--- config.mk ---
export PLATFORM = sky130hd
export DESIGN_NAME = sram_ctrl_top
export DESIGN_NICKNAME = d
export VERILOG_FILES = /design/src/verilog/sram_pkg.sv /design/src/verilog/sram_cmd_queue.sv /design/src/verilog/sram_cycle_timer.sv /design/src/verilog/sram_seq_fsm.sv /design/src/verilog/sram_pin_ctrl.sv /design/src/verilog/sram_ctrl_top.sv
export SDC_FILE = /design/constraint.sdc
export NUM_CORES = 1
export LEC_CHECK = 0
export ABC_AREA = 1
export BUFFER_PORTS_ARGS = -buffer_cell sky130_fd_sc_hd__buf_4
export CAP_MARGIN = 40
export CORE_MARGIN = 2
export CORE_UTILIZATION = 31
export DETAILED_ROUTE_END_ITERATION = 8
export SLEW_MARGIN = 20
export SYNTH_ARGS = -nofsm -noshare
export SYNTH_HDL_FRONTEND = slang
export SYNTH_SLANG_ARGS = --single-unit
--- constraint.sdc ---
create_clock -name sys_clk -period 5.2 [get_ports sys_clk]
set_input_delay 0.78 -clock sys_clk [delete_from_list [all_inputs] [get_ports sys_clk]]
set_output_delay 0.78 -clock sys_clk [all_outputs]
set_load 0.02 [all_outputs]
--- src/verilog/sram_pkg.sv ---
package sram_pkg;

	//////////////////////////////////////////////////////////////////////
	// Widths of the SRAM word address and the data byte
	//////////////////////////////////////////////////////////////////////

	// 256K words
	localparam int ADDR_W = 18;

	// Low byte lane only
	localparam int DATA_W = 8;

	//////////////////////////////////////////////////////////////////////
	// Command opcodes and sequencer states
	//////////////////////////////////////////////////////////////////////

	typedef enum logic
	{
		OP_READ  = 1'b0,
		OP_WRITE = 1'b1
	} sram_op_e;

	// Recover gives the SRAM one cycle with we_n high after a write
	typedef enum logic [1:0]
	{
		ST_IDLE    = 2'd0,
		ST_READ    = 2'd1,
		ST_WRITE   = 2'd2,
		ST_RECOVER = 2'd3
	} seq_state_e;

endpackage

--- src/verilog/sram_cmd_queue.sv ---
`timescale 1ns/1ps

module sram_cmd_queue #(
	parameter int CMD_DEPTH = 4
) (
	input  logic                          sys_clk,
	input  logic                          glbl_rst_n,
	input  logic                          cmd_valid,
	input  sram_pkg::sram_op_e            cmd_op,
	input  logic [sram_pkg::ADDR_W-1:0]   cmd_addr,
	input  logic [sram_pkg::DATA_W-1:0]   cmd_wdata,
	input  logic                          q_pop,
	output logic                          q_empty,
	output sram_pkg::sram_op_e            q_op,
	output logic [sram_pkg::ADDR_W-1:0]   q_addr,
	output logic [sram_pkg::DATA_W-1:0]   q_wdata,
	output logic                          cmd_credit
);

	import sram_pkg::*;

	localparam int PTR_W = (CMD_DEPTH > 1) ? $clog2(CMD_DEPTH) : 1;
	localparam int CNT_W = $clog2(CMD_DEPTH + 1);

	sram_op_e            op_mem   [CMD_DEPTH];
	logic [ADDR_W-1:0]   addr_mem [CMD_DEPTH];
	logic [DATA_W-1:0]   data_mem [CMD_DEPTH];

	logic [PTR_W-1:0]    wr_ptr;
	logic [PTR_W-1:0]    rd_ptr;
	logic [CNT_W-1:0]    count;
	logic                pop;

	// Host only sends with credit, so a push never finds the queue full
	assign pop = q_pop && !q_empty;
	assign q_empty = (count == '0);

	assign q_op    = op_mem[rd_ptr];
	assign q_addr  = addr_mem[rd_ptr];
	assign q_wdata = data_mem[rd_ptr];

	// One credit back per command handed to the sequencer
	assign cmd_credit = pop;

	always_ff @(posedge sys_clk)
	begin
		if (cmd_valid)
		begin
			op_mem[wr_ptr]   <= cmd_op;
			addr_mem[wr_ptr] <= cmd_addr;
			data_mem[wr_ptr] <= cmd_wdata;
		end
	end

	// Pointers wrap at CMD_DEPTH, which need not be a power of two
	always_ff @(posedge sys_clk)
	begin
		if (!glbl_rst_n)
		begin
			wr_ptr <= '0;
			rd_ptr <= '0;
			count  <= '0;
		end
		else
		begin
			if (cmd_valid)
				wr_ptr <= (wr_ptr == PTR_W'(CMD_DEPTH - 1)) ? '0 : wr_ptr + 1'b1;
			if (pop)
				rd_ptr <= (rd_ptr == PTR_W'(CMD_DEPTH - 1)) ? '0 : rd_ptr + 1'b1;
			if (cmd_valid && !pop)
				count <= count + 1'b1;
			else if (pop && !cmd_valid)
				count <= count - 1'b1;
		end
	end

endmodule

--- src/verilog/sram_cycle_timer.sv ---
`timescale 1ns/1ps

module sram_cycle_timer (
	input  logic         sys_clk,
	input  logic         glbl_rst_n,
	input  logic         tmr_load,
	input  logic [3:0]   tmr_count,
	output logic         tmr_done
);

	logic [3:0]   cnt;
	logic         active;

	// Done in the last cycle of the count
	assign tmr_done = active && (cnt == 4'd0);

	always_ff @(posedge sys_clk)
	begin
		if (!glbl_rst_n)
		begin
			cnt    <= 4'd0;
			active <= 1'b0;
		end
		else if (tmr_load)
		begin
			cnt    <= tmr_count - 4'd1;
			active <= 1'b1;
		end
		else if (active)
		begin
			if (cnt == 4'd0)
				active <= 1'b0;
			else
				cnt <= cnt - 4'd1;
		end
	end

endmodule

--- src/verilog/sram_seq_fsm.sv ---
`timescale 1ns/1ps

module sram_seq_fsm #(
	parameter int WAIT_STATES = 2
) (
	input  logic                          sys_clk,
	input  logic                          glbl_rst_n,
	input  logic                          q_empty,
	input  sram_pkg::sram_op_e            q_op,
	input  logic [sram_pkg::ADDR_W-1:0]   q_addr,
	input  logic [sram_pkg::DATA_W-1:0]   q_wdata,
	output logic                          q_pop,
	input  logic                          tmr_done,
	output logic                          tmr_load,
	output logic [3:0]                    tmr_count,
	output logic                          rd_flag,
	output logic                          rd_capture,
	output logic                          wr_start,
	output logic                          wr_done,
	output logic                          wr_en_n,
	output logic [sram_pkg::ADDR_W-1:0]   acc_addr,
	output logic [sram_pkg::DATA_W-1:0]   acc_wdata
);

	import sram_pkg::*;

	seq_state_e state;
	seq_state_e state_nxt;

	//////////////////////////////////////////////////////////////////////
	// State register and next state
	//////////////////////////////////////////////////////////////////////

	always_ff @(posedge sys_clk)
	begin
		if (!glbl_rst_n)
			state <= ST_IDLE;
		else
			state <= state_nxt;
	end

	always_comb
	begin
		state_nxt = state;
		case (state)
			ST_IDLE:
			begin
				if (!q_empty)
					state_nxt = (q_op == OP_WRITE) ? ST_WRITE : ST_READ;
			end
			ST_READ:
			begin
				if (tmr_done)
					state_nxt = ST_IDLE;
			end
			ST_WRITE:
			begin
				if (tmr_done)
					state_nxt = ST_RECOVER;
			end
			ST_RECOVER:
			begin
				state_nxt = ST_IDLE;
			end
			default:
			begin
				state_nxt = ST_IDLE;
			end
		endcase
	end

	//////////////////////////////////////////////////////////////////////
	// Queue, timer and pin block strobes
	//////////////////////////////////////////////////////////////////////

	assign q_pop = (state == ST_IDLE) && !q_empty;

	// Timer starts with the pop, so it runs over the whole read or write
	assign tmr_load  = q_pop;
	assign tmr_count = 4'(WAIT_STATES);

	assign rd_flag    = (state == ST_READ);
	assign rd_capture = rd_flag && tmr_done;

	assign wr_start = q_pop && (q_op == OP_WRITE);
	assign wr_done  = (state == ST_RECOVER);
	assign wr_en_n  = (state != ST_WRITE);

	// Address and data stay put until the next pop
	always_ff @(posedge sys_clk)
	begin
		if (q_pop)
		begin
			acc_addr  <= q_addr;
			acc_wdata <= q_wdata;
		end
	end

endmodule

--- src/verilog/sram_pin_ctrl.sv ---
`timescale 1ns/1ps

module sram_pin_ctrl (
	input  logic                          sys_clk,
	input  logic                          glbl_rst_n,
	input  logic                          rd_flag,
	input  logic                          rd_capture,
	input  logic                          wr_start,
	input  logic                          wr_done,
	input  logic                          wr_en_n,
	input  logic [sram_pkg::ADDR_W-1:0]   acc_addr,
	input  logic [sram_pkg::DATA_W-1:0]   acc_wdata,
	output logic                          rsp_valid,
	output logic [sram_pkg::DATA_W-1:0]   rsp_rdata,
	output logic                          sram_ce1_n,
	output logic                          sram_ce2,
	output logic                          sram_oe_n,
	output logic                          sram_bhen_n,
	output logic                          sram_blen_n,
	output logic                          sram_we_n,
	output logic [sram_pkg::ADDR_W-1:0]   sram_addr,
	input  logic [sram_pkg::DATA_W-1:0]   sram_in_data,
	output logic [sram_pkg::DATA_W-1:0]   sram_out_data,
	output logic                          sram_out_en
);

	import sram_pkg::*;

	logic                wr_flag;
	logic [DATA_W-1:0]   rd_stage1;
	logic                rd_valid1;

	// Address only driven while an access is active
	assign sram_addr     = (rd_flag || wr_flag) ? acc_addr : '0;
	assign sram_out_en   = wr_flag;
	assign sram_out_data = wr_flag ? acc_wdata : '0;
	assign sram_we_n     = wr_en_n;

	// Upper byte lane unused
	assign sram_bhen_n = 1'b1;

	// Write flag covers the write cycles and the recover cycle
	always_ff @(posedge sys_clk)
	begin
		if (!glbl_rst_n)
			wr_flag <= 1'b0;
		else if (wr_done)
			wr_flag <= 1'b0;
		else if (wr_start)
			wr_flag <= 1'b1;
	end

	//////////////////////////////////////////////////////////////////////
	// Registered chip enables and output enable
	//////////////////////////////////////////////////////////////////////

	always_ff @(posedge sys_clk)
	begin
		if (!glbl_rst_n)
		begin
			sram_ce1_n  <= 1'b1;
			sram_ce2    <= 1'b0;
			sram_oe_n   <= 1'b1;
			sram_blen_n <= 1'b1;
		end
		else if (rd_flag)
		begin
			sram_ce1_n  <= 1'b0;
			sram_ce2    <= 1'b1;
			sram_oe_n   <= 1'b0;
			sram_blen_n <= 1'b0;
		end
		else if (wr_flag)
		begin
			sram_ce1_n  <= 1'b0;
			sram_ce2    <= 1'b1;
			sram_oe_n   <= 1'b1;
			sram_blen_n <= 1'b0;
		end
		else
		begin
			sram_ce1_n  <= 1'b1;
			sram_ce2    <= 1'b0;
			sram_oe_n   <= 1'b1;
			sram_blen_n <= 1'b1;
		end
	end

	//////////////////////////////////////////////////////////////////////
	// Two-stage read capture
	//////////////////////////////////////////////////////////////////////

	// Data stages run freely, the valid bits mark the read byte
	always_ff @(posedge sys_clk)
	begin
		rd_stage1 <= sram_in_data;
		rsp_rdata <= rd_stage1;
	end

	always_ff @(posedge sys_clk)
	begin
		if (!glbl_rst_n)
		begin
			rd_valid1 <= 1'b0;
			rsp_valid <= 1'b0;
		end
		else
		begin
			rd_valid1 <= rd_capture;
			rsp_valid <= rd_valid1;
		end
	end

endmodule

--- src/verilog/sram_ctrl_top.sv ---
`timescale 1ns/1ps

module sram_ctrl_top #(
	parameter int CMD_DEPTH   = 4,
	parameter int WAIT_STATES = 2
) (
	input  logic                          sys_clk,
	input  logic                          glbl_rst_n,

	// Host commands and responses
	input  logic                          cmd_valid,
	input  sram_pkg::sram_op_e            cmd_op,
	input  logic [sram_pkg::ADDR_W-1:0]   cmd_addr,
	input  logic [sram_pkg::DATA_W-1:0]   cmd_wdata,
	output logic                          cmd_credit,
	output logic                          rsp_valid,
	output logic [sram_pkg::DATA_W-1:0]   rsp_rdata,

	// SRAM pins
	output logic                          sram_ce1_n,
	output logic                          sram_ce2,
	output logic                          sram_oe_n,
	output logic                          sram_bhen_n,
	output logic                          sram_blen_n,
	output logic                          sram_we_n,
	output logic [sram_pkg::ADDR_W-1:0]   sram_addr,
	input  logic [sram_pkg::DATA_W-1:0]   sram_in_data,
	output logic [sram_pkg::DATA_W-1:0]   sram_out_data,
	output logic                          sram_out_en
);

	import sram_pkg::*;

	//////////////////////////////////////////////////////////////////////
	// Internal connections
	//////////////////////////////////////////////////////////////////////

	// Queue head
	logic                q_empty;
	logic                q_pop;
	sram_op_e            q_op;
	logic [ADDR_W-1:0]   q_addr;
	logic [DATA_W-1:0]   q_wdata;

	// Wait-state timer
	logic                tmr_load;
	logic [3:0]          tmr_count;
	logic                tmr_done;

	// Access strobes to the pin block
	logic                rd_flag;
	logic                rd_capture;
	logic                wr_start;
	logic                wr_done;
	logic                wr_en_n;
	logic [ADDR_W-1:0]   acc_addr;
	logic [DATA_W-1:0]   acc_wdata;

	sram_cmd_queue #(
		.CMD_DEPTH (CMD_DEPTH)
	) u_cmd_queue (
		.sys_clk    (sys_clk),
		.glbl_rst_n (glbl_rst_n),
		.cmd_valid  (cmd_valid),
		.cmd_op     (cmd_op),
		.cmd_addr   (cmd_addr),
		.cmd_wdata  (cmd_wdata),
		.q_pop      (q_pop),
		.q_empty    (q_empty),
		.q_op       (q_op),
		.q_addr     (q_addr),
		.q_wdata    (q_wdata),
		.cmd_credit (cmd_credit)
	);

	sram_seq_fsm #(
		.WAIT_STATES (WAIT_STATES)
	) u_seq_fsm (
		.sys_clk    (sys_clk),
		.glbl_rst_n (glbl_rst_n),
		.q_empty    (q_empty),
		.q_op       (q_op),
		.q_addr     (q_addr),
		.q_wdata    (q_wdata),
		.q_pop      (q_pop),
		.tmr_done   (tmr_done),
		.tmr_load   (tmr_load),
		.tmr_count  (tmr_count),
		.rd_flag    (rd_flag),
		.rd_capture (rd_capture),
		.wr_start   (wr_start),
		.wr_done    (wr_done),
		.wr_en_n    (wr_en_n),
		.acc_addr   (acc_addr),
		.acc_wdata  (acc_wdata)
	);

	sram_cycle_timer u_cycle_timer (
		.sys_clk    (sys_clk),
		.glbl_rst_n (glbl_rst_n),
		.tmr_load   (tmr_load),
		.tmr_count  (tmr_count),
		.tmr_done   (tmr_done)
	);

	sram_pin_ctrl u_pin_ctrl (
		.sys_clk       (sys_clk),
		.glbl_rst_n    (glbl_rst_n),
		.rd_flag       (rd_flag),
		.rd_capture    (rd_capture),
		.wr_start      (wr_start),
		.wr_done       (wr_done),
		.wr_en_n       (wr_en_n),
		.acc_addr      (acc_addr),
		.acc_wdata     (acc_wdata),
		.rsp_valid     (rsp_valid),
		.rsp_rdata     (rsp_rdata),
		.sram_ce1_n    (sram_ce1_n),
		.sram_ce2      (sram_ce2),
		.sram_oe_n     (sram_oe_n),
		.sram_bhen_n   (sram_bhen_n),
		.sram_blen_n   (sram_blen_n),
		.sram_we_n     (sram_we_n),
		.sram_addr     (sram_addr),
		.sram_in_data  (sram_in_data),
		.sram_out_data (sram_out_data),
		.sram_out_en   (sram_out_en)
	);

endmodule

==> metrics.cfg <==
[outcome]
status = complete, no violations

[cts]
cts_root_buf = clkbuf_16
cts.sink_count = 172
clockBufferDepth = 2
clk_pin_slew_ns = 0.07
clkLatencyLatePin_ns = 0.42
cts_resized = 0
cts_setup_buffers = 0
cts_tree = built
cts_buffers = 17
cts_hold_buf = 0
cts_htree_levels = 4

[setup_path]
slowest_stage = dfxtp_1
critPathLaunchType = flip-flop
crit_arrival_ns = 1.91
r2r_setup_slack_ns = 3.19
r2r_cells = 11
required_ns = 4.42
endpoint_kind = output pin
crit_fanout = 27
r2r_end = u_cmd_queue.count[2]$_SDFFE_PN0P_
path_cells = nor2_1 > nand2_1 > nand2_1 > inv_1 > buf_4 > buf_4
cpPeakStageDelay_ns = 0.40
reg2reg_from = u_seq_fsm.state[1]$_SDFFE_PN0P_
crit_type = reg -> out

[timing]
worst_slew_pin_slew_ns = 0.5935
period_minus_slack_ns = 2.687
rsz0062_at_grt = false
drv_slew = 0
slew_headroom_pct = 60.34
min_period_over_period_pct = 51.68
finalHoldViolations = 0
fmax_mhz = 372.1
worst_slack_ns = 2.513
clock_skew_ns = 0.008681
setup_tns_ns = 0
finalSetupViolCount = 0

[route]
drc = 0
drtIter0Drc = 290
postRouteAntennaNets = 0
finalWirelength_mm = 12.87
num_vias = 3841
drt-vias-per-instance = 4.456
drt_pass1_iterations = 4
wl_per_cell_um = 14.92

[cells_and_area]
drive_gt1_share_pct = 21.66
fin_cells = 862
fin_nets = 625
area_growth_syn_to_layout_pct = 23.26
n_fill_cell = 1934

[power]
power_uw = 4454
cellPowerDensity_nw_per_um2 = 569.8
p_leak_uw = 0.003042
ir_worst_vdd_v = 0.0002776

[die]
std_cell_rows = 52
die_h_um = 147.0
initial_utilization_pct = 31.44
coreArea_um2 = 20170
ios = 81
dieArea_um2 = 21610
die_w_um = 147.0

[logic_synthesis]
synth.avg_cell_area_um2 = 12.89
synth_area_leaders = edfxtp_1 (63%), dfxtp_1 (12%), nor2_1 (5.1%), o21ai_0 (4.4%), inv_1 (3.0%)
yosysTopAreaCell = edfxtp_1
synthCells = 492
synth_cell_type_count = 28
ys_warn_count = 0
synth_area_um2 = 6341
yosysSeqAreaShare_pct = 75.45
yosysTopAreaCellShare_pct = 63.46
ys_seq_elements = 172
synth_nets = 539

[placed_design]
dp.cells = 828
port-buffer-count = 79
globalplace.congestion = 0.7300
pre_cts_slack_ns = 2.927
hpwl_mm = 7.856

[worst_hold_path]
hold_path.class = reg -> reg
min_to = u_pin_ctrl.rsp_rdata[1]$_DFF_P_
worstHoldStart = u_pin_ctrl.rd_stage1[1]$_DFF_P_
min_delay_path_depth = 0

[global_route]
grt_pass1_wl_mm = 20.07
first_global_vias = 3824
grt_use_total_pct = 12.20
antenna_found_initial = 0
overflow = 0
grt_max_degree = 54

[job]
maxCapViolCount = 0

-- worst max-delay path, delay by kind of cell, from the launching register on --
family,cells,cell delay [ns]
buffers and inverters,3,0.73
DFF,1,0.40
and+or+nand+nor,3,0.36
-- metrics by stage --
step / hold slack [ns] / cell area [µm²] / util (%)
3_3_place_gp: 0.3175 / 7177 / 35.58
5_1_grt: 0.3359 / 7814 / 38.74
4_1_cts: 0.3284 / 7794 / 38.64
6_report: 0.3283 / 7816 / 38.75
2_1_floorplan: 0.3096 / 6341 / -
3_5_place_dp: 0.3139 / 7227 / 35.83
-- power breakdown --
part           internal [µW]  switching (µW)
logic                    465             866
registers               1780             133
clock network            675             530
-- cell type report --
| cell class | instances | area [µm²] | area share (%) |
|---|---|---|---|
| Timing Repair Buffer | 88 | 700.7 | 8.964 |
| Multi-Input combinational cell | 246 | 1224 | 15.66 |
| Inverter | 53 | 198.9 | 2.545 |
| Tap cell | 270 | 337.8 | 4.322 |
| Clock buffer | 20 | 436.7 | 5.587 |
| Antenna cell | 1 | 2.502 | 0.03202 |
| Clock inverter | 12 | 130.1 | 1.665 |
| Sequential cell | 172 | 4786 | 61.23 |
-- cells in the mapped netlist, drive strengths merged --
cell type  instances
a21oi             10
a31oi              1
buf               17
clkbuf             4
conb               1
dfxtp             38
edfxtp           134
fa                 1
ha                 8
inv               53
nand2             40
nand3              3
nand4              1
nor2              91
nor3               1
o21a               1
o21ai             60
o22ai             26
xor2               2
-- per-layer routing --
metal  wire [µm]  vias to the layer above  share of wire, %  GRT usage (%)
met5           0                        -                 0              0
met4         200                        0               1.6          4.952
met3         718                       19               5.6          3.789
met2        6308                       97                49          19.98
met1        5638                     1857                44          15.12
li1            -                     1868                 -              -
-- placed cells by master (no fill, tap or decap), types with 3 or more instances in the layout --
| master | instances |
|---|---|
| clkinvlp_4 | 3 |
| o21ai_0 | 56 |
| inv_8 | 3 |
| clkbuf_1 | 3 |
| o21ai_1 | 3 |
| clkbuf_16 | 17 |
| nand3_1 | 3 |
| edfxtp_1 | 134 |
| nand2_1 | 39 |
| o22ai_1 | 26 |
| a21oi_1 | 9 |
| nor2_4 | 3 |
| ha_1 | 8 |
| buf_4 | 84 |
| dfxtp_1 | 37 |
| nor2_1 | 86 |
| inv_6 | 3 |
| inv_1 | 51 |
-- sequential cells by signal, indices dropped and copies added, names as in the netlist, named ones only --
signal and flops:
u_cmd_queue.addr_mem 72, u_cmd_queue.op_mem 4, u_cycle_timer.cnt 4, u_pin_ctrl.rsp_rdata 8
u_cmd_queue.count 3, u_pin_ctrl.rsp_valid 1, u_seq_fsm.acc_wdata 8, u_cycle_timer.active 1
u_cmd_queue.wr_ptr 2, u_pin_ctrl.rd_stage1 8, u_pin_ctrl.sram_blen_n 1, u_pin_ctrl.sram_out_en 1
u_pin_ctrl.rd_valid1 1, u_seq_fsm.state 2, u_pin_ctrl.sram_ce2 1, u_pin_ctrl.sram_oe_n 1
u_seq_fsm.acc_addr 18, u_cmd_queue.rd_ptr 2, u_cmd_queue.data_mem 32
-- logic make-up after synthesis --
family / count (synthesis) / synth area share [%]
AO/OA/AOI/OAI: 98 / 8.426
buffers and inverters: 74 / 5.249
flip-flops: 172 / 75.45
adder cells (fa/ha/maj): 9 / 1.894
other: 1 / 0.05914
XOR/XNOR: 2 / 0.2763
AND/OR/NAND/NOR: 136 / 8.642
-- how the worst max path moves through the flow --
stage,slack [ns],cells after the start,endpoint,start
finish,2.51,6,cmd_credit,u_cmd_queue.count[0]$_SDFFE_PN0P_
CTS,2.46,6,cmd_credit,u_cmd_queue.count[0]$_SDFFE_PN0P_
floorplan,3.12,5,cmd_credit,u_cmd_queue.count[0]$_SDFFE_PN0P_
global route,2.32,6,cmd_credit,u_cmd_queue.count[0]$_SDFFE_PN0P_
detailed placement,2.93,6,cmd_credit,u_cmd_queue.count[0]$_SDFFE_PN0P_
global placement,2.81,3,u_seq_fsm.acc_addr[3]$_DFFE_PP_,u_cmd_queue.rd_ptr[1]$_SDFFE_PN0P_
(Power assumes the default switching activity.)
